### src/include/gw_config.svh
`ifndef GW_CONFIG_SVH
`define GW_CONFIG_SVH

// Command and data path widths
`define GW_ADDR_WIDTH 16
`define GW_DATA_WIDTH 32

// Tag coordinate width
`define GW_CORD_WIDTH 7

// Address map, host MMIO sits below the DRAM base
`define GW_DRAM_BASE  16'h8000

// Host register file
`define GW_HOST_REGS  16
`define GW_FINISH_REG 15

// DRAM model depth in words
`define GW_DRAM_WORDS 256

`endif

### src/logic/gw_mem_pkg.sv
`include "gw_config.svh"

package gw_mem_pkg;

  localparam int HOST_IDX_BITS  = $clog2(`GW_HOST_REGS);
  localparam int DRAM_WORD_BITS = `GW_ADDR_WIDTH - 1;

  // Host view of a command address
  typedef struct packed {
    logic                                     region;
    logic [`GW_ADDR_WIDTH-HOST_IDX_BITS-2:0]  pad;
    logic [HOST_IDX_BITS-1:0]                 reg_idx;
  } mem_host_view_s;

  // DRAM view, word address below the region bit
  typedef struct packed {
    logic                      region;
    logic [DRAM_WORD_BITS-1:0] word;
  } mem_dram_view_s;

  typedef union packed {
    mem_host_view_s host;
    mem_dram_view_s dram;
  } mem_addr_u;

  typedef enum logic [1:0] {
    SRC_HOST = 2'd0,
    SRC_DRAM = 2'd1,
    SRC_ERR  = 2'd2
  } resp_src_e;

endpackage

### src/logic/gw_mem_router.sv
`timescale 1ns/1ps
`include "gw_config.svh"

module gw_mem_router (
  input  logic                      clk_i,
  input  logic                      rst_n_i,
  input  logic                      core_reset_i,
  input  logic [`GW_CORD_WIDTH-1:0] core_cord_i,
  input  logic                      cmd_v_i,
  input  logic                      cmd_we_i,
  input  gw_mem_pkg::mem_addr_u     cmd_addr_i,
  input  logic [`GW_DATA_WIDTH-1:0] cmd_data_i,
  input  logic [`GW_CORD_WIDTH-1:0] cmd_cord_i,
  input  logic                      host_resp_v_i,
  input  logic [`GW_DATA_WIDTH-1:0] host_resp_data_i,
  input  logic                      dram_resp_v_i,
  input  logic [`GW_DATA_WIDTH-1:0] dram_resp_data_i,
  output logic                      cmd_yumi_o,
  output logic                      host_v_o,
  output logic                      dram_v_o,
  output logic                      tgt_we_o,
  output gw_mem_pkg::mem_addr_u     tgt_addr_o,
  output logic [`GW_DATA_WIDTH-1:0] tgt_data_o,
  output logic                      resp_v_o,
  output logic [`GW_DATA_WIDTH-1:0] resp_data_o,
  output logic                      resp_err_o
);
  import gw_mem_pkg::*;

  logic      req_outstanding_r;
  logic      err_v_r;
  logic      cord_ok;
  logic      host_not_dram;
  resp_src_e resp_src;

  assign cord_ok       = (cmd_cord_i == core_cord_i);
  assign host_not_dram = (cmd_addr_i < `GW_DRAM_BASE);

  // One request in flight at a time
  assign cmd_yumi_o = cmd_v_i & ~req_outstanding_r & ~core_reset_i;
  assign host_v_o   = cmd_yumi_o & cord_ok & host_not_dram;
  assign dram_v_o   = cmd_yumi_o & cord_ok & ~host_not_dram;
  assign tgt_we_o   = cmd_we_i;
  assign tgt_addr_o = cmd_addr_i;
  assign tgt_data_o = cmd_data_i;

  always_ff @(posedge clk_i) begin
    if (!rst_n_i || core_reset_i) begin
      req_outstanding_r <= 1'b0;
      err_v_r           <= 1'b0;
    end else begin
      err_v_r <= cmd_yumi_o & ~cord_ok;
      if (cmd_yumi_o) begin
        req_outstanding_r <= 1'b1;
      end else if (resp_v_o) begin
        req_outstanding_r <= 1'b0;
      end
    end
  end

  ////////////////////////////////
  // Response merge
  ////////////////////////////////

  always_comb begin
    if (host_resp_v_i) begin
      resp_src = SRC_HOST;
    end else if (dram_resp_v_i) begin
      resp_src = SRC_DRAM;
    end else begin
      resp_src = SRC_ERR;
    end
  end

  assign resp_v_o    = host_resp_v_i | dram_resp_v_i | err_v_r;
  assign resp_err_o  = err_v_r;
  assign resp_data_o = (resp_src == SRC_HOST) ? host_resp_data_i
                     : (resp_src == SRC_DRAM) ? dram_resp_data_i
                     : '0;

endmodule

### config.mk
export PLATFORM = sky130hd
export DESIGN_NAME = gw_mem_router
export DESIGN_NICKNAME = d
export VERILOG_FILES = /design/src/logic/gw_mem_pkg.sv /design/src/logic/gw_mem_router.sv
export VERILOG_INCLUDE_DIRS = /design/src /design/src/include
export SDC_FILE = /design/constraint.sdc
export NUM_CORES = 1
export LEC_CHECK = 0
export ABC_AREA = 1
export ABC_CLOCK_PERIOD_IN_PS = 1100
export BUFFER_PORTS_ARGS = -buffer_cell sky130_fd_sc_hd__buf_4
export CAP_MARGIN = 30
export CORE_AREA = 2 2 85 87
export DETAILED_ROUTE_END_ITERATION = 8
export DIE_AREA = 0 0 87 89
export GPL_ROUTABILITY_DRIVEN = 0
export PLACE_DENSITY = 0.56
export SLEW_MARGIN = 30
export SYNTH_ARGS = -nofsm -noshare
export SYNTH_HDL_FRONTEND = slang
export SYNTH_SLANG_ARGS = --single-unit
### constraint.sdc
create_clock -name clk_i -period 1.1 [get_ports clk_i]
set_input_delay 0.165 -clock clk_i [delete_from_list [all_inputs] [get_ports clk_i]]
set_output_delay 0.165 -clock clk_i [all_outputs]
set_load 0.01 [all_outputs]
==> impl_metrics.tcl <==
set metrics [dict create \
    status "finished with violations" \
    violations "negative setup slack" \
    grt.overflow.total 0 \
    dp.cells 345 \
    syn_area_per_cell_um2 5.40 \
    drt_wl_total_um 3940 \
    synth_nets 329 \
    cts_tree "yes" \
    hold_viol_final 0 \
    synth_top_cell_by_area "buf_4" \
    antenna_cells 0 \
    ant_nets 0 \
    ys.warnings.count 0 \
    worstSetupEndpointType "output pin" \
    dieArea_um2 7740 \
    clockBufferDepth 2 \
    min_period_ns 1.20 \
    tightestPinTransition_ns 0.248 \
    die_y_um 89 \
    yosysUniqueCellTypes 15 \
    cts_root_buf "clkbuf_8" \
    pin_count 219 \
    grt_pass1_wl_um 5480 \
    path_max_fanout 2 \
    maxCapViolations 0 \
    syn_inst 196 \
    drc 0 \
    drt_iter0_drc 21 \
    fin_crit_sh_pct 109 \
    ys_seq_area_share_pct 3.78 \
    final-seq-area_um2 41.3 \
    cp_top_family "simple AND/OR/NAND/NOR gates" \
    first_global_vias 1258 \
    dr_total_vias 1402 \
    initial_core_util_pct 15.8 \
    crit_path_start_kind "register" \
    cp_slowest_cell "dfxtp_2" \
    fin_util_pct 26.7 \
    drive_above_1_share_pct 52.2 \
    viasPerCell 4.01 \
    synth_top_area_share_pct 34.8 \
    fillers 774 \
    grt_use_total_pct 9.01 \
    fp-row-count 30 \
    dieWidth_um 87 \
    hp-class "in -> reg" \
    htree_levels 1 \
    fin_nets 405 \
    cp.arrival_ns 1.04 \
    path_clk_slew_ns 0.03 \
    port_buffers 122 \
    stdcell_count 350 \
    ir_worst_vdd_uv 433 \
    power.density_nw_per_um2 571 \
    routedWlPerCell_um 11.2 \
    cts_hold_buffers 0 \
    worst_clock_skew_ns 0.00154 \
    critical_path_class "reg -> out" \
    clkLatencyLatePin_ns 0.21 \
    cts_buffers 3 \
    worstPathCellList "nor2_2, nand2_1, inv_2, nand3_2, nor2_1, buf_4" \
    numClockSinks 2 \
    finalSetupViolCount 3 \
    multi_input_area_um2 548 \
    ys_ff_latch 2 \
    antenna_found_initial 0 \
    coreArea_um2 6720 \
    layout_common_cells "buf_4 (125), nand2_1 (79), nand3_1 (32)" \
    slew_headroom_pct 83.5 \
    cp.required_ns 0.94 \
    grt_setup_unrepaired "true" \
    report.final.slew_viol_count 0 \
    netlist_area_um2 1060 \
    final_common_cell "buf_4" \
    dr.pass1.iters 4 \
    leakagePower_uw 0.00108 \
    area_growth_pct 69.7 \
    dp_hpwl_um 3230 \
    synthTopCellsByArea "buf_4 (35%), nand2_1 (28%), nand3_1 (15%)" \
    critPathBufInv 2 \
    max_clock_freq_ghz 0.831 \
    grt_start_max_net_pins 24 \
    slowest_delay_ns 0.31 \
    worst_slack_ns -0.104 \
]
==> worst paths after layout <==
| kind | slack [ns] | cells after the start | to | from |
|---|---|---|---|---|
| min | 0.12 | 2 | req_outstanding_r | core_reset_i |
| max | -0.10 | 6 | host_v_o | req_outstanding_r |
| max reg2reg | 0.13 | 7 | req_outstanding_r | req_outstanding_r |
| min reg2reg | 0.49 | 2 | req_outstanding_r | req_outstanding_r |
==> cells by family after synthesis <==
kind of cell           count (synthesis)  share of synthesized area, %
XOR/XNOR                               4                          3.31
AND/OR/NAND/NOR                      119                          47.0
flip-flops                             2                          3.78
buffers and inverters                 69                          44.9
AO/OA/AOI/OAI                          2                         0.946
==> per-stage QoR <==
step	TNS (ns)	hold slack (ns)	setup slack [ns]	total power, µW	cell area [µm²]
after floorplan	0	0.234	0.126	498	1060
after global placement	-0.0506	0.330	-0.0260	738	1720
after detailed placement	-0.0712	0.330	-0.0425	743	1720
after CTS	-0.217	0.118	-0.111	1040	1770
after global routing	-0.439	0.122	-0.157	1110	1800
final	-0.277	0.124	-0.104	1030	1800
==> synth_stat cells, drive strengths merged <==
cell    n
nand2  79
buf    60
nand3  33
inv     9
nor2    6
xnor2   3
a21oi   2
dfxtp   2
nand4   1
xor2    1
==> layout make-up <==
cell class	instances	share of cell area [%]
Timing Repair Buffer	131	57.5
Multi-Input combinational cell	125	30.5
Tap cell	80	5.57
Sequential cell	2	2.30
Clock buffer	3	2.30
Inverter	9	1.88
==> per-layer routing <==
| metal | global-route usage (%) | up-vias | part of all wire (%) |
|---|---|---|---|
| met5 | 0 | - | 0 |
| li1 | - | 706 | - |
| met3 | 3.14 | 28 | 12 |
| met2 | 16.7 | 82 | 49 |
| met1 | 8.34 | 586 | 33 |
| met4 | 6.11 | 0 | 5.0 |
==> power breakdown <==
part | switching [µW] | internal [µW] | total [µW] | leakage [µW]
Clock | 50.1 | 231 | 281 | 0.0000216
Combinational | 266 | 402 | 668 | 0.00104
Sequential | 1.54 | 76.1 | 77.6 | 0.0000168
==> worst register-to-register path, delay by kind of cell (launching register included) <==
| kind | cells | cell delay (ns) |
|---|---|---|
| buffers and inverters | 3 | 0.24 |
| AOI/OAI and AO/OA | 1 | 0.12 |
| and+or+nand+nor | 3 | 0.21 |
| DFF | 1 | 0.31 |
==> flip-flops by register name, summed over array words and instances, names as in the netlist <==
register and count:
req_outstanding_r 1, resp_err_o 1
==> timing repair <==
action | in CTS | in global routing
gates resized for setup | 1 | 6
pin swaps | 3 | 4
endpoints found under the setup margin | 2 | 4
buffers inserted | 1 | 1
Note: power is estimated with default switching activity, not from simulation.
