===== src/include/gw_config.svh =====
`ifndef GW_CONFIG_SVH
`define GW_CONFIG_SVH

// Command and data path widths
`define GW_ADDR_WIDTH 16
`define GW_DATA_WIDTH 32

// Tag coordinate width
`define GW_CORD_WIDTH 7

// Address map, host MMIO sits below the DRAM base
`define GW_DRAM_BASE  16'h8000

// Host register file
`define GW_HOST_REGS  16
`define GW_FINISH_REG 15

// DRAM model depth in words
`define GW_DRAM_WORDS 256

`endif


===== src/logic/gw_tag_pkg.sv =====
`include "gw_config.svh"

package gw_tag_pkg;

  // Payload is a reset bit followed by the coordinate
  localparam int TAG_PAYLOAD_BITS = 1 + `GW_CORD_WIDTH;

  // Start bit and client index ahead of the payload
  localparam int TAG_FRAME_BITS = 2 + TAG_PAYLOAD_BITS;

  typedef enum logic {
    TAG_CLIENT_CORE = 1'b0,
    TAG_CLIENT_HOST = 1'b1
  } tag_client_e;

endpackage


===== src/logic/gw_tag_master.sv =====
`timescale 1ns/1ps
`include "gw_config.svh"

module gw_tag_master (
  input  logic                      clk_i,
  input  logic                      rst_n_i,
  input  logic                      tag_en_i,
  input  logic                      tag_data_i,
  output logic                      core_reset_o,
  output logic                      host_reset_o,
  output logic [`GW_CORD_WIDTH-1:0] core_cord_o
);
  import gw_tag_pkg::*;

  localparam int cnt_width_lp = $clog2(TAG_FRAME_BITS);

  logic [cnt_width_lp-1:0]   bit_cnt_r;
  logic [TAG_FRAME_BITS-3:0] shift_r;
  logic [TAG_FRAME_BITS-2:0] frame;
  logic                      frame_done;
  tag_client_e               frame_client;

  ////////////////////////////////
  // Frame assembly
  ////////////////////////////////

  // Client index, reset bit, coordinate
  assign frame        = {shift_r, tag_data_i};
  assign frame_done   = tag_en_i && (bit_cnt_r == cnt_width_lp'(TAG_FRAME_BITS - 1));
  assign frame_client = tag_client_e'(frame[TAG_PAYLOAD_BITS]);

  // Zero count means idle, hunting for the start bit
  always_ff @(posedge clk_i) begin
    if (!rst_n_i) begin
      bit_cnt_r <= '0;
    end else if (tag_en_i) begin
      if (bit_cnt_r == '0) begin
        if (tag_data_i) begin
          bit_cnt_r <= cnt_width_lp'(1);
        end
      end else if (frame_done) begin
        bit_cnt_r <= '0;
      end else begin
        bit_cnt_r <= bit_cnt_r + 1'b1;
      end
    end
  end

  always_ff @(posedge clk_i) begin
    if (tag_en_i && (bit_cnt_r != '0)) begin
      shift_r <= frame[TAG_FRAME_BITS-3:0];
    end
  end

  ////////////////////////////////
  // Client registers
  ////////////////////////////////

  // Host coordinate is decoded but not kept
  always_ff @(posedge clk_i) begin
    if (!rst_n_i) begin
      core_reset_o <= 1'b1;
      core_cord_o  <= '0;
      host_reset_o <= 1'b1;
    end else if (frame_done) begin
      case (frame_client)
        TAG_CLIENT_CORE: begin
          core_reset_o <= frame[TAG_PAYLOAD_BITS-1];
          core_cord_o  <= frame[`GW_CORD_WIDTH-1:0];
        end
        TAG_CLIENT_HOST: begin
          host_reset_o <= frame[TAG_PAYLOAD_BITS-1];
        end
        default: begin
        end
      endcase
    end
  end

endmodule


===== config.mk =====
export PLATFORM = sky130hd
export DESIGN_NAME = gw_tag_master
export DESIGN_NICKNAME = d
export VERILOG_FILES = /design/src/logic/gw_tag_pkg.sv /design/src/logic/gw_tag_master.sv
export VERILOG_INCLUDE_DIRS = /design/src /design/src/include
export SDC_FILE = /design/constraint.sdc
export NUM_CORES = 1
export LEC_CHECK = 0
export ABC_AREA = 1
export BUFFER_PORTS_ARGS = -buffer_cell sky130_fd_sc_hd__buf_4
export CAP_MARGIN = 30
export CORE_MARGIN = 2
export CORE_UTILIZATION = 53
export CTS_CLUSTER_SIZE = 30
export DETAILED_ROUTE_END_ITERATION = 10
export PLACE_DENSITY_LB_ADDON = 0.25
export SLEW_MARGIN = 0
export SYNTH_ARGS = -nofsm -noshare
export SYNTH_HDL_FRONTEND = slang
export SYNTH_SLANG_ARGS = --single-unit
export TNS_END_PERCENT = 10

===== constraint.sdc =====
create_clock -name clk_i -period 1.4 [get_ports clk_i]
set_input_delay 0 -clock clk_i [delete_from_list [all_inputs] [get_ports clk_i]]
set_output_delay 0 -clock clk_i [all_outputs]
set_load 0.005 [all_outputs]

==> impl_metrics.py, run 1 <==
metrics = {
    "grt": {
        "grt_pass1_wl_mm": 2.35,
        "antenna_found_initial": 0,
        "grtUsageTotal": 0.176,
        "grt_pass1_vias": 548,
        "grt_start_max_net_pins": 13,
        "grt-ovfl-total": 0,
    },
    "die": {
        "initial_core_util": 0.560,
        "dieArea_mm2": 0.00193,
        "io_pins": 13,
        "core_area_mm2": 0.00151,
        "placementRows": 14,
        "die_h_um": 43.9,
        "die_w_um": 43.9,
    },
    "clock_tree": {
        "cts.sinks": 21,
        "clk_path_buf_depth": 2,
        "clk_pin_slew_worst_paths_ns": 0.11,
        "cts_tree": "done",
        "clk_latency_ns": 0.30,
        "cts_buffers": 3,
        "cts.htree.levels": 1,
        "root_buffer": "clkbuf_4",
    },
    "cells_and_area": {
        "drive_gt1_frac": 0.229,
        "area_delta_synth_final_pct": 22.7,
        "finish.utilization": 0.687,
        "antenna_cells": 0,
        "fin_area_mm2": 0.00103,
        "nNetsFinal": 117,
        "stdcell_count": 125,
        "fillers": 121,
    },
    "worst_setup_path": {
        "critPathRequiredTime_ns": 1.64,
        "crit_path_max_fanout": 9,
        "reg2reg_from": "bit_cnt_r[1]",
        "end_kind": "register",
        "reg2regPathDepth": 8,
        "regToRegEndpoint": "core_cord_o[2]",
        "arrival_ns": 1.47,
        "start_kind": "register",
        "critPathKind": "register to register",
        "reg2reg_setup_slack_ns": 0.17,
        "startpoint": "bit_cnt_r[1]",
    },
    "drt": {
        "drt_iter0_markers": 21,
        "drc": 0,
        "wire_per_inst_um": 10.9,
        "drtPass1Iterations": 4,
        "vias": 642,
        "wirelength_mm": 1.36,
        "viasPerCell": 5.14,
        "final_antenna_net_count": 0,
    },
    "timing": {
        "tightest_slew_ns": 0.284,
        "fmax_mhz": 813,
        "hold_violations": 0,
        "report.final.setup_viol": 0,
        "finalCritPeriodShare": 0.879,
        "fin_tns_setup_ns": 0,
        "whs_ns": 0.433,
        "slew_headroom": 0.810,
        "fin_skew_ns": 0.00176,
        "fin_ws_ns": 0.170,
        "finalWorstPathRequiredPeriod_ns": 1.23,
        "rsz0062_at_grt": "false",
        "report.final.slew_viol_count": 0,
    },
    "yosys": {
        "synthDistinctLibCells": 18,
        "synth_warnings": 0,
        "synth.avg_cell_area_um2": 9.58,
        "synthesis.area_um2": 843,
        "ys_ff_latch": 21,
        "ys_seq_area_frac": 0.593,
        "synth_cells": 88,
        "synth_nets": 95,
    },
    "hold_path": {
        "holdCritStartpoint": "tag_data_i",
        "whs_endpoint": "shift_r[0]",
        "hold_depth": 2,
        "hp-class": "input port to register",
    },
    "outcome": {
        "outcome": "finished clean",
    },
    "power_and_ir_drop": {
        "p_leak_nw": 0.436,
        "peakVddDrop_v": 0.000523,
        "finalPower_mw": 1.01,
        "power_density_mw_per_mm2": 972,
    },
    "place": {
        "postPlaceCellArea_um2": 968,
        "dpl.hpwl_mm": 1.01,
        "port_buffers": 12,
        "place.gp.congestion": 0.806,
        "placed_cells": 118,
        "pre_cts_ws_ns": 0.0962,
    },
    "flow_run": {
        "cap_violations": 0,
    },
}
-- worst max-delay path by stage --
stage               cells past startpoint             end
floorplan                               5      shift_r[0]
global placement                        5      shift_r[0]
detailed placement                      5      shift_r[5]
CTS                                     5      shift_r[4]
global route                            8  core_cord_o[6]
finish                                  8  core_cord_o[2]
-- state kept, by name, indices dropped and copies added (netlist names) --
signal / cells
core_cord_o: 7
host_reset_o: 1
bit_cnt_r: 4
core_reset_o: 1
shift_r: 8
-- layout by cell type (no fill, tap or decap) --
cell type / instances
nor2_1: 3
o21ai_1: 1
clkbuf_4: 3
inv_4: 1
nand4_1: 1
clkinv_2: 1
buf_4: 14
nand3_1: 4
nand3b_1: 1
edfxtp_1: 8
nor2_2: 1
nand2_2: 2
nand2_8: 1
dlygate4sd3_1: 3
inv_2: 1
dfxtp_1: 13
xor2_1: 1
clkinv_1: 1
a21oi_1: 11
nand2_1: 29
ha_1: 3
inv_1: 5
nor2_8: 1
-- layer usage --
metal  vias up  part of all wire  track usage
met5         -                 0            0
met4         0             0.017        0.109
met3         4             0.040       0.0500
met2        15              0.47        0.253
met1       294              0.47        0.233
li1        329                 -            -
-- synth_stat cells --
master     n  area, µm²
nand2_1   29        109
nand3b_1   1       7.51
xor2_1     1       8.76
dfxtp_1   13        260
nor2_2     1       6.26
nand2_4    1       11.3
inv_1      6       22.5
ha_1       3       37.5
nand4_1    1       6.26
o21ai_1    1       5.00
clkinv_1   1       3.75
edfxtp_1   8        240
nand3_1    4       20.0
inv_4      1       6.26
nor2_1     3       11.3
a21oi_1   11       55.1
nor2_8     1       20.0
nand2_2    2       12.5
-- timing repair --
action / CTS / global route
setup buffers: 0 / 0
hold buffers: 3 / 0
setup endpoints to repair: 0 / 13
gates resized for setup: 0 / 2
endpoints found under the hold margin: 5 / 0
-- kinds of logic (layout without fill, tap and decap cells) --
| family | after synthesis | in the layout | share of synthesized area |
|---|---|---|---|
| flops | 21 | 21 | 0.593 |
| buf+inv | 8 | 29 | 0.0386 |
| simple gates | 43 | 43 | 0.242 |
| fa+ha+maj | 3 | 3 | 0.0445 |
| xor+xnor | 1 | 1 | 0.0104 |
| compound gates | 12 | 12 | 0.0712 |
-- worst max-delay path: stages, from the launching register on --
cell and delay, ns:
dfxtp_1 0.33, inv_1 0.07, ha_1 0.16, nand2_2 0.09, nor2_8 0.15, nand2_8 0.09, inv_4 0.10, nand2_1 0.06
a21oi_1 0.11
-- power by group --
group          total, mW  switching [mW]  internal [mW]
clock              0.286           0.179          0.106
sequential         0.655         0.00687          0.648
combinational     0.0650          0.0382         0.0268
-- final cells by class --
type	instances	area (µm²)	area share
inverters	8	32.5	0.0314
clock inverters	1	5.00	0.00484
repair buffers	17	135	0.131
flip-flops and latches	21	500	0.484
clock buffers	3	22.5	0.0218
multi-input cells	59	319	0.308
well taps	16	20.0	0.0193
Note: power is estimated with default switching activity, not from simulation.
==> run 2: changes to the inputs <==
--- a/config.mk
+++ b/config.mk
@@ -13,7 +13,9 @@
 export CORE_UTILIZATION = 53
 export CTS_CLUSTER_SIZE = 30
 export DETAILED_ROUTE_END_ITERATION = 10
-export PLACE_DENSITY_LB_ADDON = 0.25
+export PLACE_DENSITY = 0.74
+export REMOVE_ABC_BUFFERS = 1
+export SETUP_SLACK_MARGIN = 0.2
 export SLEW_MARGIN = 0
 export SYNTH_ARGS = -nofsm -noshare
 export SYNTH_HDL_FRONTEND = slang
==> impl_metrics.py, run 2 (synthesis gave the netlist of run 1 again) <==
metrics = {
    "timing": {
        "rsz0062_at_grt": "true",
        "report.final.setup_viol": 0,
        "fin_tns_setup_ns": 0,
        "hold_violations": 0,
        "finalWorstPathRequiredPeriod_ns": 1.21,
        "fin_skew_ns": 0.00435,
        "whs_ns": 0.0476,
        "finalCritPeriodShare": 0.864,
        "fmax_mhz": 827,
        "slew_headroom": 0.790,
        "tightest_slew_ns": 0.313,
        "report.final.slew_viol_count": 0,
    },
    "worst_setup_path": {
        "crit_path_max_fanout": 8,
        "arrival_ns": 1.23,
        "reg2reg_from": "bit_cnt_r[0]",
        "startpoint": "bit_cnt_r[0]",
        "critPathCapture": "shift_r[1]",
        "start_kind": "register",
        "critPathRequiredTime_ns": 1.42,
        "end_kind": "register",
        "reg2reg_setup_slack_ns": 0.19,
        "reg2regPathDepth": 5,
        "critPathKind": "register to register",
        "regToRegEndpoint": "shift_r[1]",
    },
    "cells_and_area": {
        "final-seq-area_um2": 507,
        "final_cell_mix": "nand2_1, buf_4, dfxtp_1",
        "drive_gt1_frac": 0.360,
        "largest_register_ffs": 8,
        "nNetsFinal": 122,
        "regMostFlops": "shift_r",
        "multi_input_area_um2": 359,
        "final_common_cell": "nand2_1",
        "fillers": 111,
        "area_delta_synth_final_pct": 32.0,
        "largestRegisters": "shift_r (8), core_cord_o (7), bit_cnt_r (4)",
        "antenna_cells": 0,
    },
    "clock_tree": {
        "cts.sinks": 21,
        "clk_latency_ns": 0.30,
        "cts_buffers": 3,
        "cts.htree.levels": 1,
        "root_buffer": "clkbuf_4",
        "cts_tree": "done",
        "clk_path_buf_depth": 2,
        "clk_pin_slew_worst_paths_ns": 0.12,
    },
    "die": {
        "die_w_um": 43.9,
        "dieArea_mm2": 0.00193,
        "initial_core_util": 0.560,
        "die_h_um": 43.9,
        "core_area_mm2": 0.00151,
        "io_pins": 13,
        "placementRows": 14,
    },
    "power_and_ir_drop": {
        "power_density_mw_per_mm2": 925,
        "combPwrFrac": 0.075,
        "p_leak_nw": 0.481,
        "p_int_uw": 786,
        "peakVddDrop_v": 0.000598,
        "p_sw_uw": 244,
        "sw_frac_of_total": 0.237,
        "pwr-share-clk": 0.286,
        "seqPwrFrac": 0.639,
    },
    "place": {
        "dpl.hpwl_mm": 1.13,
        "place.gp.congestion": 0.780,
        "port_buffers": 12,
    },
    "grt": {
        "grt_pass1_vias": 674,
        "grtUsageTotal": 0.209,
        "antenna_found_initial": 0,
        "grt-ovfl-total": 0,
        "grt_pass1_wl_mm": 2.93,
        "grt_start_max_net_pins": 13,
    },
    "outcome": {
        "outcome": "finished clean",
    },
    "flow_run": {
        "cap_violations": 0,
    },
    "drt": {
        "vias": 668,
        "viasPerCell": 5.14,
        "wirelength_mm": 1.67,
        "wire_per_inst_um": 12.8,
        "drtPass1Iterations": 4,
        "drt_iter0_markers": 13,
        "drc": 0,
        "final_antenna_net_count": 0,
    },
    "hold_path": {
        "hp-class": "input port to register",
    },
}
[run 2: how the worst min path moves through the flow]
stage	from	end	slack, ns	cells past startpoint
6_report	tag_en_i	bit_cnt_r[0]	0.05	3
3_3_place_gp	tag_data_i	shift_r[0]	0.21	1
3_5_place_dp	tag_data_i	shift_r[0]	0.21	1
4_1_cts	tag_en_i	bit_cnt_r[0]	0.02	3
5_1_grt	tag_en_i	bit_cnt_r[0]	0.09	3
2_1_floorplan	rst_n_i	host_reset_o	0.08	1
[run 2: area by class of cell]
cell class | instances | area share
multi-input cells | 60 | 0.322
clock inverters | 1 | 0.00449
well taps | 16 | 0.0180
clock buffers | 3 | 0.0202
repair buffers | 21 | 0.146
flip-flops and latches | 21 | 0.455
inverters | 8 | 0.0337
[run 2: repair_timing]
action | 4_1_cts | 5_1_grt
gates resized for setup | 12 | 6
hold buffers | 2 | 0
setup endpoints to repair | 18 | 20
gates cloned | 1 | 0
pin swaps | 5 | 3
hold endpoints to repair | 5 | 0
buffers inserted | 5 | 0
[run 2: metal layers]
layer  routed length (µm)  vias up  share of wire  GRT usage
met3                   57        2          0.034     0.0250
li1                     -      342              -          -
met1                  800      311           0.48      0.293
met2                  799       13           0.48      0.335
met5                    0        -              0          0
met4                    9        0         0.0054     0.0727
[run 2: power groups by stage]
stage	clock (mW)	sequential, mW	combinational, mW
final	0.294	0.658	0.0776
after detailed placement	0	0.670	0.0588
after CTS	0.297	0.657	0.0722
after global routing	0.314	0.660	0.0882
after floorplan	0	0.670	0.0326
after global placement	0	0.669	0.0558
[run 2: through the flow]
step | std cells | instance area [µm²] | util | worst slack [ns] | total power [mW]
after CTS | 130 | 1090 | 0.723 | 0.189 | 1.03
after global placement | 118 | 968 | 0.643 | 0.110 | 0.725
after detailed placement | 118 | 968 | 0.643 | 0.0279 | 0.729
after floorplan | 88 | 843 | - | 0.0986 | 0.702
after global routing | 130 | 1110 | 0.739 | 0.103 | 1.06
final | 130 | 1110 | 0.739 | 0.191 | 1.03
[run 2: worst max-delay path: stages (launching register included)]
cell and delay, ns:
dfxtp_4 0.39, inv_1 0.05, ha_1 0.21, nand2_2 0.10, nand2_4 0.08, inv_4 0.11
