## src/include/gw_config.svh

```systemverilog
`ifndef GW_CONFIG_SVH
`define GW_CONFIG_SVH

// Command and data path widths
`define GW_ADDR_WIDTH 16
`define GW_DATA_WIDTH 32

// Tag coordinate width
`define GW_CORD_WIDTH 7

// Address map, host MMIO sits below the DRAM base
`define GW_DRAM_BASE  16'h8000

// Host register file
`define GW_HOST_REGS  16
`define GW_FINISH_REG 15

// DRAM model depth in words
`define GW_DRAM_WORDS 256

`endif

```

## src/logic/gw_mem_pkg.sv

```systemverilog
`include "gw_config.svh"

package gw_mem_pkg;

  localparam int HOST_IDX_BITS  = $clog2(`GW_HOST_REGS);
  localparam int DRAM_WORD_BITS = `GW_ADDR_WIDTH - 1;

  // Host view of a command address
  typedef struct packed {
    logic                                     region;
    logic [`GW_ADDR_WIDTH-HOST_IDX_BITS-2:0]  pad;
    logic [HOST_IDX_BITS-1:0]                 reg_idx;
  } mem_host_view_s;

  // DRAM view, word address below the region bit
  typedef struct packed {
    logic                      region;
    logic [DRAM_WORD_BITS-1:0] word;
  } mem_dram_view_s;

  typedef union packed {
    mem_host_view_s host;
    mem_dram_view_s dram;
  } mem_addr_u;

  typedef enum logic [1:0] {
    SRC_HOST = 2'd0,
    SRC_DRAM = 2'd1,
    SRC_ERR  = 2'd2
  } resp_src_e;

endpackage

```

## src/logic/gw_host_mmio.sv

```systemverilog
`timescale 1ns/1ps
`include "gw_config.svh"

module gw_host_mmio (
  input  logic                      clk_i,
  input  logic                      rst_n_i,
  input  logic                      host_reset_i,
  input  logic                      req_v_i,
  input  logic                      req_we_i,
  input  gw_mem_pkg::mem_addr_u     req_addr_i,
  input  logic [`GW_DATA_WIDTH-1:0] req_data_i,
  output logic                      resp_v_o,
  output logic [`GW_DATA_WIDTH-1:0] resp_data_o,
  output logic                      finish_o
);

  logic [`GW_DATA_WIDTH-1:0] regs_r [`GW_HOST_REGS];
  logic                      wr_en;

  assign wr_en = req_v_i & req_we_i & ~host_reset_i;

  // Register file, cleared by the host client
  always_ff @(posedge clk_i) begin
    if (host_reset_i) begin
      for (int i = 0; i < `GW_HOST_REGS; i++) begin
        regs_r[i] <= '0;
      end
    end else if (wr_en) begin
      regs_r[req_addr_i.host.reg_idx] <= req_data_i;
    end
  end

  // Program finish flag
  always_ff @(posedge clk_i) begin
    if (!rst_n_i || host_reset_i) begin
      finish_o <= 1'b0;
    end else if (wr_en && (req_addr_i.host.reg_idx == `GW_FINISH_REG)) begin
      finish_o <= 1'b1;
    end
  end

  always_ff @(posedge clk_i) begin
    if (!rst_n_i) begin
      resp_v_o <= 1'b0;
    end else begin
      resp_v_o <= req_v_i;
    end
  end

  always_ff @(posedge clk_i) begin
    if (req_v_i) begin
      resp_data_o <= req_we_i ? '0 : regs_r[req_addr_i.host.reg_idx];
    end
  end

endmodule

```

## config.mk

```make
export PLATFORM = sky130hd
export DESIGN_NAME = gw_host_mmio
export DESIGN_NICKNAME = d
export VERILOG_FILES = /design/src/logic/gw_mem_pkg.sv /design/src/logic/gw_host_mmio.sv
export VERILOG_INCLUDE_DIRS = /design/src /design/src/include
export SDC_FILE = /design/constraint.sdc
export NUM_CORES = 1
export LEC_CHECK = 0
export BUFFER_PORTS_ARGS = -buffer_cell sky130_fd_sc_hd__buf_2
export CAP_MARGIN = 10
export CORE_ASPECT_RATIO = 1.25
export CORE_MARGIN = 2
export CORE_UTILIZATION = 40
export DETAILED_ROUTE_END_ITERATION = 10
export PLACE_DENSITY = 0.66
export SLEW_MARGIN = 20
export SYNTH_ARGS = -nofsm -noshare
export SYNTH_HDL_FRONTEND = slang
export SYNTH_SLANG_ARGS = --single-unit
```

## constraint.sdc

```tcl
create_clock -name clk_i -period 2.5 [get_ports clk_i]
set_clock_uncertainty 0.2 [all_clocks]
set_input_delay 0.125 -clock clk_i [delete_from_list [all_inputs] [get_ports clk_i]]
set_output_delay 0.125 -clock clk_i [all_outputs]
set_load 0.02 [all_outputs]
```

==> results of run 1 <==
worst max-delay path by stage:
stage,startpoint,endpoint,slack [ns],depth (start not counted)
final,host_reset_i,regs_r[1][26],0.35,7
after global routing,host_reset_i,regs_r[1][26],0.20,7
after CTS,host_reset_i,regs_r[1][24],0.36,7
after detailed placement,req_addr_i[0],resp_data_o[24],0.28,7
after global placement,req_addr_i[0],resp_data_o[16],0.31,6
after floorplan,req_addr_i[0],regs_r[1][0],0.53,5
cell usage in the layout, fill, tap and decap left out:
master / instances
nor3_4: 12
dfxtp_1: 2
o211a_1: 1
buf_8: 1
nand2b_2: 1
nand4bb_1: 1
mux2i_1: 64
clkbuf_16: 53
mux2_2: 64
inv_2: 1
dlygate4sd3_1: 35
buf_12: 21
buf_4: 62
nand2_1: 2
buf_2: 72
nor2b_4: 1
clkbuf_1: 6
or2_2: 17
o31ai_1: 32
clkinv_4: 1
nand2b_1: 2
and3b_2: 1
and2_1: 513
nor4_4: 4
o22ai_1: 32
diode_2: 1
clkinv_2: 17
nand4b_4: 1
a22o_1: 32
a22oi_1: 32
clkinvlp_4: 1
edfxtp_1: 544
inv_8: 1
bufinv_16: 5
clkinv_1: 8
nor2_4: 1
inv_1: 1
nor3b_2: 1
mux4_2: 64
cell type report:
cell class / count / area [µm²] / share of cell area (%)
Tap cell: 772 / 966 / 3.44
Clock buffer: 59 / 1350 / 4.80
Sequential cell: 546 / 16400 / 58.3
Timing Repair Buffer: 191 / 1610 / 5.74
Multi-Input combinational cell: 878 / 7480 / 26.6
Antenna cell: 1 / 2.50 / 0.00891
Inverter: 2 / 7.51 / 0.0267
Clock inverter: 33 / 293 / 1.04
metal layers:
| metal | routed length [µm] | part of all wire, % |
|---|---|---|
| met5 | 38 | 0.060 |
| met1 | 25100 | 40 |
| met3 | 3740 | 5.9 |
| met4 | 2120 | 3.4 |
| met2 | 32200 | 51 |
cell usage after synthesis:
cell and instances:
nor2_1 1, nor3_2 12, nand4bb_1 1, nand2_1 2, inv_1 1, or2_2 17
o22ai_1 32, mux2i_1 64, nor4_2 2, nor4_4 2, nand2b_1 3, buf_6 2
mux4_2 64, nor2b_1 1, nand4b_4 1, clkbuf_1 101, nor3b_1 1, and2_1 513
edfxtp_1 544, buf_1 4, inv_2 1, o31ai_1 32, mux2_2 64, a22o_1 32
dfxtp_1 2, a22oi_1 32, buf_4 13, buf_2 18, o211a_1 1, and3b_1 1
report_power, final:
part	total, mW	switching (mW)	internal, mW
registers	10.7	0.139	10.6
clock network	7.74	3.36	4.38
logic	1.54	0.917	0.619
total	20.0	4.42	15.6
cell families after synthesis:
| logic type | after synthesis | share of synthesized area (%) |
|---|---|---|
| simple gates | 557 | 14.7 |
| flops | 546 | 67.2 |
| mux | 192 | 11.5 |
| buf+inv | 140 | 2.51 |
| compound gates | 129 | 3.99 |
flip-flops by register name, indices dropped and copies added, names as in the netlist:
signal	flops
finish_o	1
regs_r	512
resp_data_o	32
resp_v_o	1
worst reg2reg max path, cell delays in order, from the launching register on:
cell	delay [ns]
edfxtp_1	0.37
mux4_2	0.46
a22oi_1	0.27
o31ai_1	0.19
through the flow:
stage	power (mW)	cell area (µm²)	hold slack, ns	std cells	utilization, %
floorplan	11.7	24400	0.0375	1564	-
global placement	12.4	26100	0.146	2354	43.1
detailed placement	12.4	26100	0.166	2354	43.1
CTS	20.1	28100	0.0453	2481	46.4
global route	20.5	28100	0.0852	2481	46.4
finish	20.0	28100	0.0694	2482	46.4
what timing repair did:
item,in CTS,in global routing
hold buffers,35,0
gates resized for setup,0,0
endpoints found under the hold margin,527,0
==> impl_metrics.py, run 1 <==
metrics = {
    "placement": {
        "hpwlAfterDp_um": 36500,
        "dp_slack_ns": 0.278,
        "place.port_buffers": 74,
        "gp_congestion": 0.763,
    },
    "critical_path": {
        "worstReg2RegStart": "regs_r[6][3]",
        "end_kind": "register",
        "max_stage_delay_ns": 0.53,
        "rr_endpoint": "resp_data_o[3]",
        "required_ns": 2.57,
        "r2r_setup_slack_ns": 0.70,
        "critPathTopFamily": "buffers and inverters",
        "slowest_stage": "dlygate4sd3_1",
        "rr_worst_depth": 3,
        "path_max_fanout": 18,
        "crit_chain": "dlygate4sd3_1 -> buf_2 -> buf_4 -> nand4b_4 -> nor4_4 -> or2_2 -> buf_12",
        "worstSetupPathType": "primary input to register",
        "cp-start-kind": "primary input",
        "timing.critical_path.buf_inv": 4,
        "cp.arrival_ns": 2.23,
    },
    "flow_run": {
        "max_cap_violations": 0,
    },
    "cells_and_area": {
        "area_delta_synth_final_pct": 15.3,
        "nFillCells": 5154,
        "drive_gt1_share_pct": 23.5,
        "final_nets": 1724,
    },
    "timing": {
        "report.final.slew_viol_count": 0,
        "tightest_slew_ns": 0.844,
        "finalCriticalPeriod_ns": 2.15,
        "setup_viol": 0,
        "final.setup.tns_ns": 0,
        "slew_headroom_pct": 43.6,
        "hold_violations": 0,
        "fmax_mhz": 464,
        "setup_ws_ns": 0.346,
        "rsz0062_at_grt": "no",
        "min_period_over_period_pct": 86.2,
    },
    "synthesis": {
        "avgSynthCellArea_um2": 15.6,
        "yosys-top-cells-area": "edfxtp_1, and2_1, mux4_2",
        "synthesis.area_um2": 24400,
        "synth-seq-cells": 546,
        "syn_inst": 1564,
        "yosysWarnings": 0,
        "synthDistinctLibCells": 30,
        "yosysSeqAreaShare_pct": 67.2,
        "synth_top_area_share_pct": 67.1,
        "synth_fp_nets": 1617,
        "synth_top_cell_by_area": "edfxtp_1",
    },
    "cts": {
        "clkTransAtPathRegs_ns": 0.06,
        "clk_path_buf_depth": 3,
        "htree_levels": 2,
        "post_cts_buffers": 0,
        "clk_latency_ns": 0.58,
        "clock-sinks": 546,
        "cts_tree": "built",
        "cts_root_buf": "clkbuf_16",
        "cts_made_buffers": 52,
    },
    "global_route": {
        "grt_usage_pct": 20.3,
        "met3_usage_pct": 2.96,
        "antenna_found_initial": 6,
        "gr-usage-met1_pct": 25.4,
        "busiest_layer": "met2",
        "grt_util_met2_pct": 35.7,
        "grt_pass1_vias": 14500,
        "grt_max_degree": 47,
        "overflow": 0,
        "grt_pass1_wl_um": 92500,
    },
    "floorplan": {
        "initial_core_util_pct": 40.2,
        "ios": 87,
        "core_area_um2": 60500,
        "dieHeight_um": 280,
        "rows": 101,
        "die_x_um": 225,
        "die_area_um2": 62900,
    },
    "hold_path": {
        "min-delay-path-class": "primary input to register",
        "min_from": "req_addr_i[0]",
        "min_path_cells": 4,
        "hold_path_end": "resp_data_o[6]",
    },
    "detailed_routing": {
        "dr.pass1.iters": 5,
        "drc": 0,
        "drt-initial-drc-count": 1167,
        "detail-route-antenna-nets": 0,
        "vias": 13600,
        "routed_wirelength_um": 63100,
        "wl_per_cell_um": 25.4,
        "vias_per_cell": 5.48,
    },
    "outcome": {
        "status": "completed",
    },
    "pwr": {
        "power.density_nw_per_um2": 712,
        "peakVddDrop_v": 0.000511,
        "p_leak_nw": 10.1,
    },
}
No activity file was read; power rests on OpenSTA's default activity.
==> run 2: changes to the inputs <==
clock period = 2.7 ns   (was 2.5 ns; I/O delays follow)
==> run 2 against run 1 <==
Effect of this change:
- combinational power shrank 9%
- wire length shrank 1.4%
- sequential share of layout area grew 0.32 points
- power shrank 7.9%
- first-iteration DRC count shrank 8.4%
- sequential power shrank 7%
- via count grew 0.19%
- register-to-register slack gained 0.18 ns
- sequential cell count is the same
- worst hold slack gained 0.060 ns
- final area shrank 0.55%
- worst setup slack gained 0.12 ns
- critical path type unchanged
- critical endpoint is now regs_r[11][26]
- largest cell class unchanged
==> impl_metrics.py, run 2 (synthesis gave the netlist of run 1 again) <==
metrics = {
    "critical_path": {
        "critPathLaunch": "req_v_i",
        "worstReg2RegStart": "regs_r[6][14]",
        "end_kind": "register",
        "path_max_fanout": 20,
        "rr_endpoint": "resp_data_o[14]",
        "r2r_setup_slack_ns": 0.88,
        "worstSetupPathType": "primary input to register",
        "rr_worst_depth": 3,
        "cp.arrival_ns": 2.26,
        "required_ns": 2.72,
        "cp-start-kind": "primary input",
    },
    "cts": {
        "htree_levels": 2,
        "clk_latency_ns": 0.58,
        "clkTransAtPathRegs_ns": 0.06,
        "cts_made_buffers": 50,
        "post_cts_buffers": 0,
        "clk_path_buf_depth": 3,
        "cts_tree": "built",
        "cts_root_buf": "clkbuf_16",
        "clock-sinks": 546,
    },
    "pwr": {
        "power.density_nw_per_um2": 659,
        "comb_power_share_pct": 7.6,
        "p_int_mw": 14.4,
        "p_switching_mw": 3.97,
        "p_clk_share_pct": 38.5,
        "peakVddDrop_v": 0.000518,
        "p_leak_nw": 9.98,
        "p_total_mw": 18.4,
        "p_sw_share_pct": 21.6,
        "p_seq_share_pct": 53.8,
    },
    "cells_and_area": {
        "stdcell_count": 2470,
        "top_regs": "regs_r (512), resp_data_o (32)",
        "final_nets": 1711,
        "area_delta_synth_final_pct": 14.7,
        "utilization_pct": 46.1,
        "top_register": "regs_r",
        "final_cell_mix": "edfxtp_1, and2_1, buf_2",
        "largest_reg_flops": 512,
        "drive_gt1_share_pct": 22.5,
        "final_area_um2": 27900,
        "layout_commonest_cell": "edfxtp_1",
    },
    "hold_path": {
        "min-delay-path-class": "primary input to register",
        "min_from": "rst_n_i",
        "hold_path_end": "resp_v_o",
        "min_path_cells": 3,
    },
    "timing": {
        "tightest_slew_ns": 0.674,
        "hold_violations": 0,
        "min_period_over_period_pct": 82.8,
        "rsz0062_at_grt": "no",
        "slew_headroom_pct": 55.1,
        "fmax_mhz": 447,
        "finalCriticalPeriod_ns": 2.24,
        "final.setup.tns_ns": 0,
        "setup_viol": 0,
        "report.final.slew_viol_count": 0,
    },
    "detailed_routing": {
        "dr.pass1.iters": 5,
        "drt-initial-drc-count": 1069,
        "routed_wirelength_um": 62200,
        "drc": 0,
        "wl_per_cell_um": 25.2,
        "vias": 13600,
        "vias_per_cell": 5.51,
        "detail-route-antenna-nets": 0,
    },
    "outcome": {
        "status": "completed",
    },
    "global_route": {
        "grt_pass1_wl_um": 91400,
        "overflow": 0,
        "grt_max_degree": 42,
        "grt_pass1_vias": 14200,
        "antenna_found_initial": 5,
        "grt_usage_pct": 19.9,
    },
    "placement": {
        "place_inst": 2343,
        "place.port_buffers": 74,
        "placed_area_um2": 25900,
        "hpwlAfterDp_um": 35900,
        "gp_congestion": 0.762,
    },
    "floorplan": {
        "die_area_um2": 62900,
        "rows": 101,
        "dieHeight_um": 280,
        "ios": 87,
        "die_x_um": 225,
        "initial_core_util_pct": 40.2,
        "core_area_um2": 60500,
    },
    "flow_run": {
        "max_cap_violations": 0,
    },
}
==> run 2: stage by stage <==
step           setup WS [ns]  hold slack (ns)
2_1_floorplan          0.725           0.0475
4_1_cts                0.480            0.113
3_5_place_dp           0.309            0.173
5_1_grt                0.425            0.134
6_report               0.464            0.129
3_3_place_gp           0.328            0.172
==> run 2: critical path, cell delays in order <==
cell           delay (ns)
dlygate4sd3_1        0.52
buf_2                0.22
buf_4                0.24
nand4b_4             0.32
nor3_4               0.27
or2_2                0.15
buf_4                0.37
==> run 2: power by group through the flow <==
stage / Combinational (mW) / Sequential [mW] / Clock [mW]
CTS: 1.41 / 9.91 / 7.20
global placement: 1.35 / 10.1 / 0
floorplan: 0.772 / 10.1 / 0
finish: 1.40 / 9.91 / 7.09
detailed placement: 1.37 / 10.1 / 0
global route: 1.49 / 9.95 / 7.50
==> run 2: layout make-up <==
cell class                      count  area (µm²)
Tap cell                          772         966
Inverter                            2        7.51
Sequential cell                   546       16400
Multi-Input combinational cell    878        7480
Timing Repair Buffer              180        1470
Clock buffer                       74        1460
Fill cell                        5146       32600
Antenna cell                        1        2.50
Clock inverter                     17         178
==> run 2: timing repair <==
item,4_1_cts,5_1_grt
hold endpoints to repair,520,0
setup endpoints to repair,0,0
hold buffers,35,0
gates resized for setup,0,0
==> run 2: worst max-delay path by stage <==
| stage | to | slack [ns] |
|---|---|---|
| 2_1_floorplan | regs_r[1][0] | 0.72 |
| 3_3_place_gp | resp_data_o[21] | 0.33 |
| 3_5_place_dp | resp_data_o[21] | 0.31 |
| 4_1_cts | regs_r[13][25] | 0.48 |
| 5_1_grt | regs_r[13][29] | 0.42 |
| 6_report | regs_r[11][26] | 0.46 |
==> run 2: per-layer routing <==
layer / global-route usage, % / part of all wire [%] / wire length, µm / vias up
met5: 0 / 0.079 / 49 / -
li1: - / - / - / 5975
met3: 2.80 / 5.4 / 3370 / 122
met4: 6.93 / 3.1 / 1910 / 8
met2: 35.3 / 52 / 32100 / 455
met1: 24.9 / 40 / 24800 / 7056
==> run 3: changes to the inputs <==
clock period = 2.2 ns   (was 2.7 ns; I/O delays follow)
==> run 3 against run 2 <==
Effect of this change:
- global-route usage rose by 0.45 points
- via count rose by 1.1%
- worst hold slack got worse by 0.070 ns
- clock-buffer cell count fell by 8
- sequential power rose by 23%
- sequential share of layout area fell by 0.54 points
- power rose by 21%
- critical path type unchanged
- final area rose by 0.93%
- largest cell class unchanged
- combinational power rose by 29%
==> impl_metrics.py, run 3 (synthesis gave the netlist of run 1 again) <==
metrics = {
    "flow_run": {
        "max_cap_violations": 0,
    },
    "placement": {
        "place_inst": 2363,
        "place.port_buffers": 74,
        "hpwlAfterDp_um": 37500,
        "gp_congestion": 0.749,
    },
    "cts": {
        "htree_levels": 2,
        "cts_resized": 0,
        "cts_root_buf": "clkbuf_16",
        "clock-sinks": 546,
        "clkTransAtPathRegs_ns": 0.06,
        "clk_path_buf_depth": 3,
        "cts_made_buffers": 51,
        "cts_tree": "built",
        "clk_latency_ns": 0.59,
        "hold_buffers": 35,
        "post_cts_buffers": 0,
    },
    "global_route": {
        "grt_pass1_vias": 14400,
        "grt_usage_pct": 20.4,
        "antenna_found_initial": 8,
        "grt_pass1_wl_um": 93000,
        "grt_max_degree": 34,
        "overflow": 0,
    },
    "floorplan": {
        "die_area_um2": 62900,
        "ios": 87,
        "rows": 101,
        "core_area_um2": 60500,
        "dieHeight_um": 280,
        "die_x_um": 225,
        "initial_core_util_pct": 40.2,
    },
    "cells_and_area": {
        "top_register": "regs_r",
        "area_delta_synth_final_pct": 15.8,
        "final_cell_mix": "edfxtp_1, and2_1, buf_2",
        "drive_gt1_share_pct": 22.8,
        "stdcell_count": 2490,
        "top_regs": "regs_r (512), resp_data_o (32)",
        "largest_reg_flops": 512,
        "layout_commonest_cell": "edfxtp_1",
        "final_nets": 1732,
    },
    "detailed_routing": {
        "wl_per_cell_um": 25.6,
        "drc": 0,
        "drt-initial-drc-count": 1209,
        "vias_per_cell": 5.53,
        "detail-route-antenna-nets": 0,
        "dr.pass1.iters": 5,
        "routed_wirelength_um": 63700,
        "vias": 13800,
    },
    "pwr": {
        "power.density_nw_per_um2": 787,
        "peakVddDrop_v": 0.000559,
        "p_leak_nw": 10.1,
    },
    "critical_path": {
        "max_stage_delay_ns": 0.53,
        "worstSetupPathType": "primary input to register",
        "critPathTopFamily": "buffers and inverters",
        "cp.arrival_ns": 2.24,
        "end_kind": "register",
        "crit_top_cell": "buf_4",
        "required_ns": 2.44,
        "crit_chain": "dlygate4sd3_1 -> buf_2 -> nand4bb_1 -> buf_4 -> nor3_4 -> buf_4 -> and2_1",
        "cp-start-kind": "primary input",
        "slowest_stage": "dlygate4sd3_1",
        "path_max_fanout": 32,
        "timing.critical_path.buf_inv": 4,
    },
    "timing": {
        "fmax_mhz": 500,
        "hold_violations": 0,
        "min_period_over_period_pct": 91.0,
        "finalCriticalPeriod_ns": 2.00,
        "slew_headroom_pct": 53.4,
        "report.final.slew_viol_count": 0,
        "final.setup.tns_ns": 0,
        "tightest_slew_ns": 0.699,
        "setup_viol": 0,
        "rsz0062_at_grt": "no",
    },
    "hold_path": {
        "min-delay-path-class": "primary input to register",
    },
    "outcome": {
        "status": "completed",
    },
}
[run 3: cell count changes in the layout (fill, tap and decap cells not counted), sizes merged]
cell	previous run	this run
buf	145	165
bufinv	4	2
clkbuf	74	66
clkinv	13	21
clkinvlp	0	1
inv	2	3
[run 3: final cells by class]
class | count | area (µm²)
antenna | 1 | 2.50
clock buffer | 66 | 1330
clock inverter | 25 | 160
fill | 5108 | 32300
inverter | 2 | 7.51
multi-input combinational | 878 | 7480
sequential | 546 | 16400
tap | 772 | 966
timing repair buffer | 200 | 1870
[run 3: through the flow]
stage,total power [mW],setup slack [ns],util [%],instance area [µm²],hold WS (ns)
finish,22.2,0.198,46.6,28200,0.0590
global route,22.8,0.0940,46.6,28200,0.0495
CTS,22.3,0.209,46.6,28200,0.0346
detailed placement,14.2,0.121,43.5,26300,0.149
global placement,14.1,0.0679,43.5,26300,0.150
floorplan,13.3,0.250,-,24400,0.0225
[run 3: power breakdown]
group / internal [mW] / switching (mW) / leakage, nW
Combinational: 0.745 / 1.06 / 4.15
Clock: 4.48 / 3.74 / 0.721
Sequential: 12.0 / 0.161 / 5.22
Total: 17.2 / 4.96 / 10.1
[run 3: metal layers]
metal | up-vias | GRT usage [%] | share of wire [%] | wire length (µm)
met5 | - | 0 | 0.053 | 34
met4 | 6 | 7.00 | 2.9 | 1870
met3 | 115 | 3.48 | 7.1 | 4550
met2 | 530 | 36.2 | 52 | 33000
met1 | 7093 | 25.0 | 38 | 24300
li1 | 6017 | - | - | -
[run 3: worst paths after layout]
path            startpoint              end  slack [ns]  cells past startpoint
min reg2reg       finish_o         finish_o        0.30                      1
max reg2reg  regs_r[7][27]  resp_data_o[27]        0.40                      3
min               req_we_i   resp_data_o[1]        0.06                      3
max           host_reset_i    regs_r[6][31]        0.20                      7
[run 3: worst reg2reg max path: stages (launching register included)]
cell	delay, ns
edfxtp_1	0.39
mux4_2	0.50
a22oi_1	0.27
o31ai_1	0.17
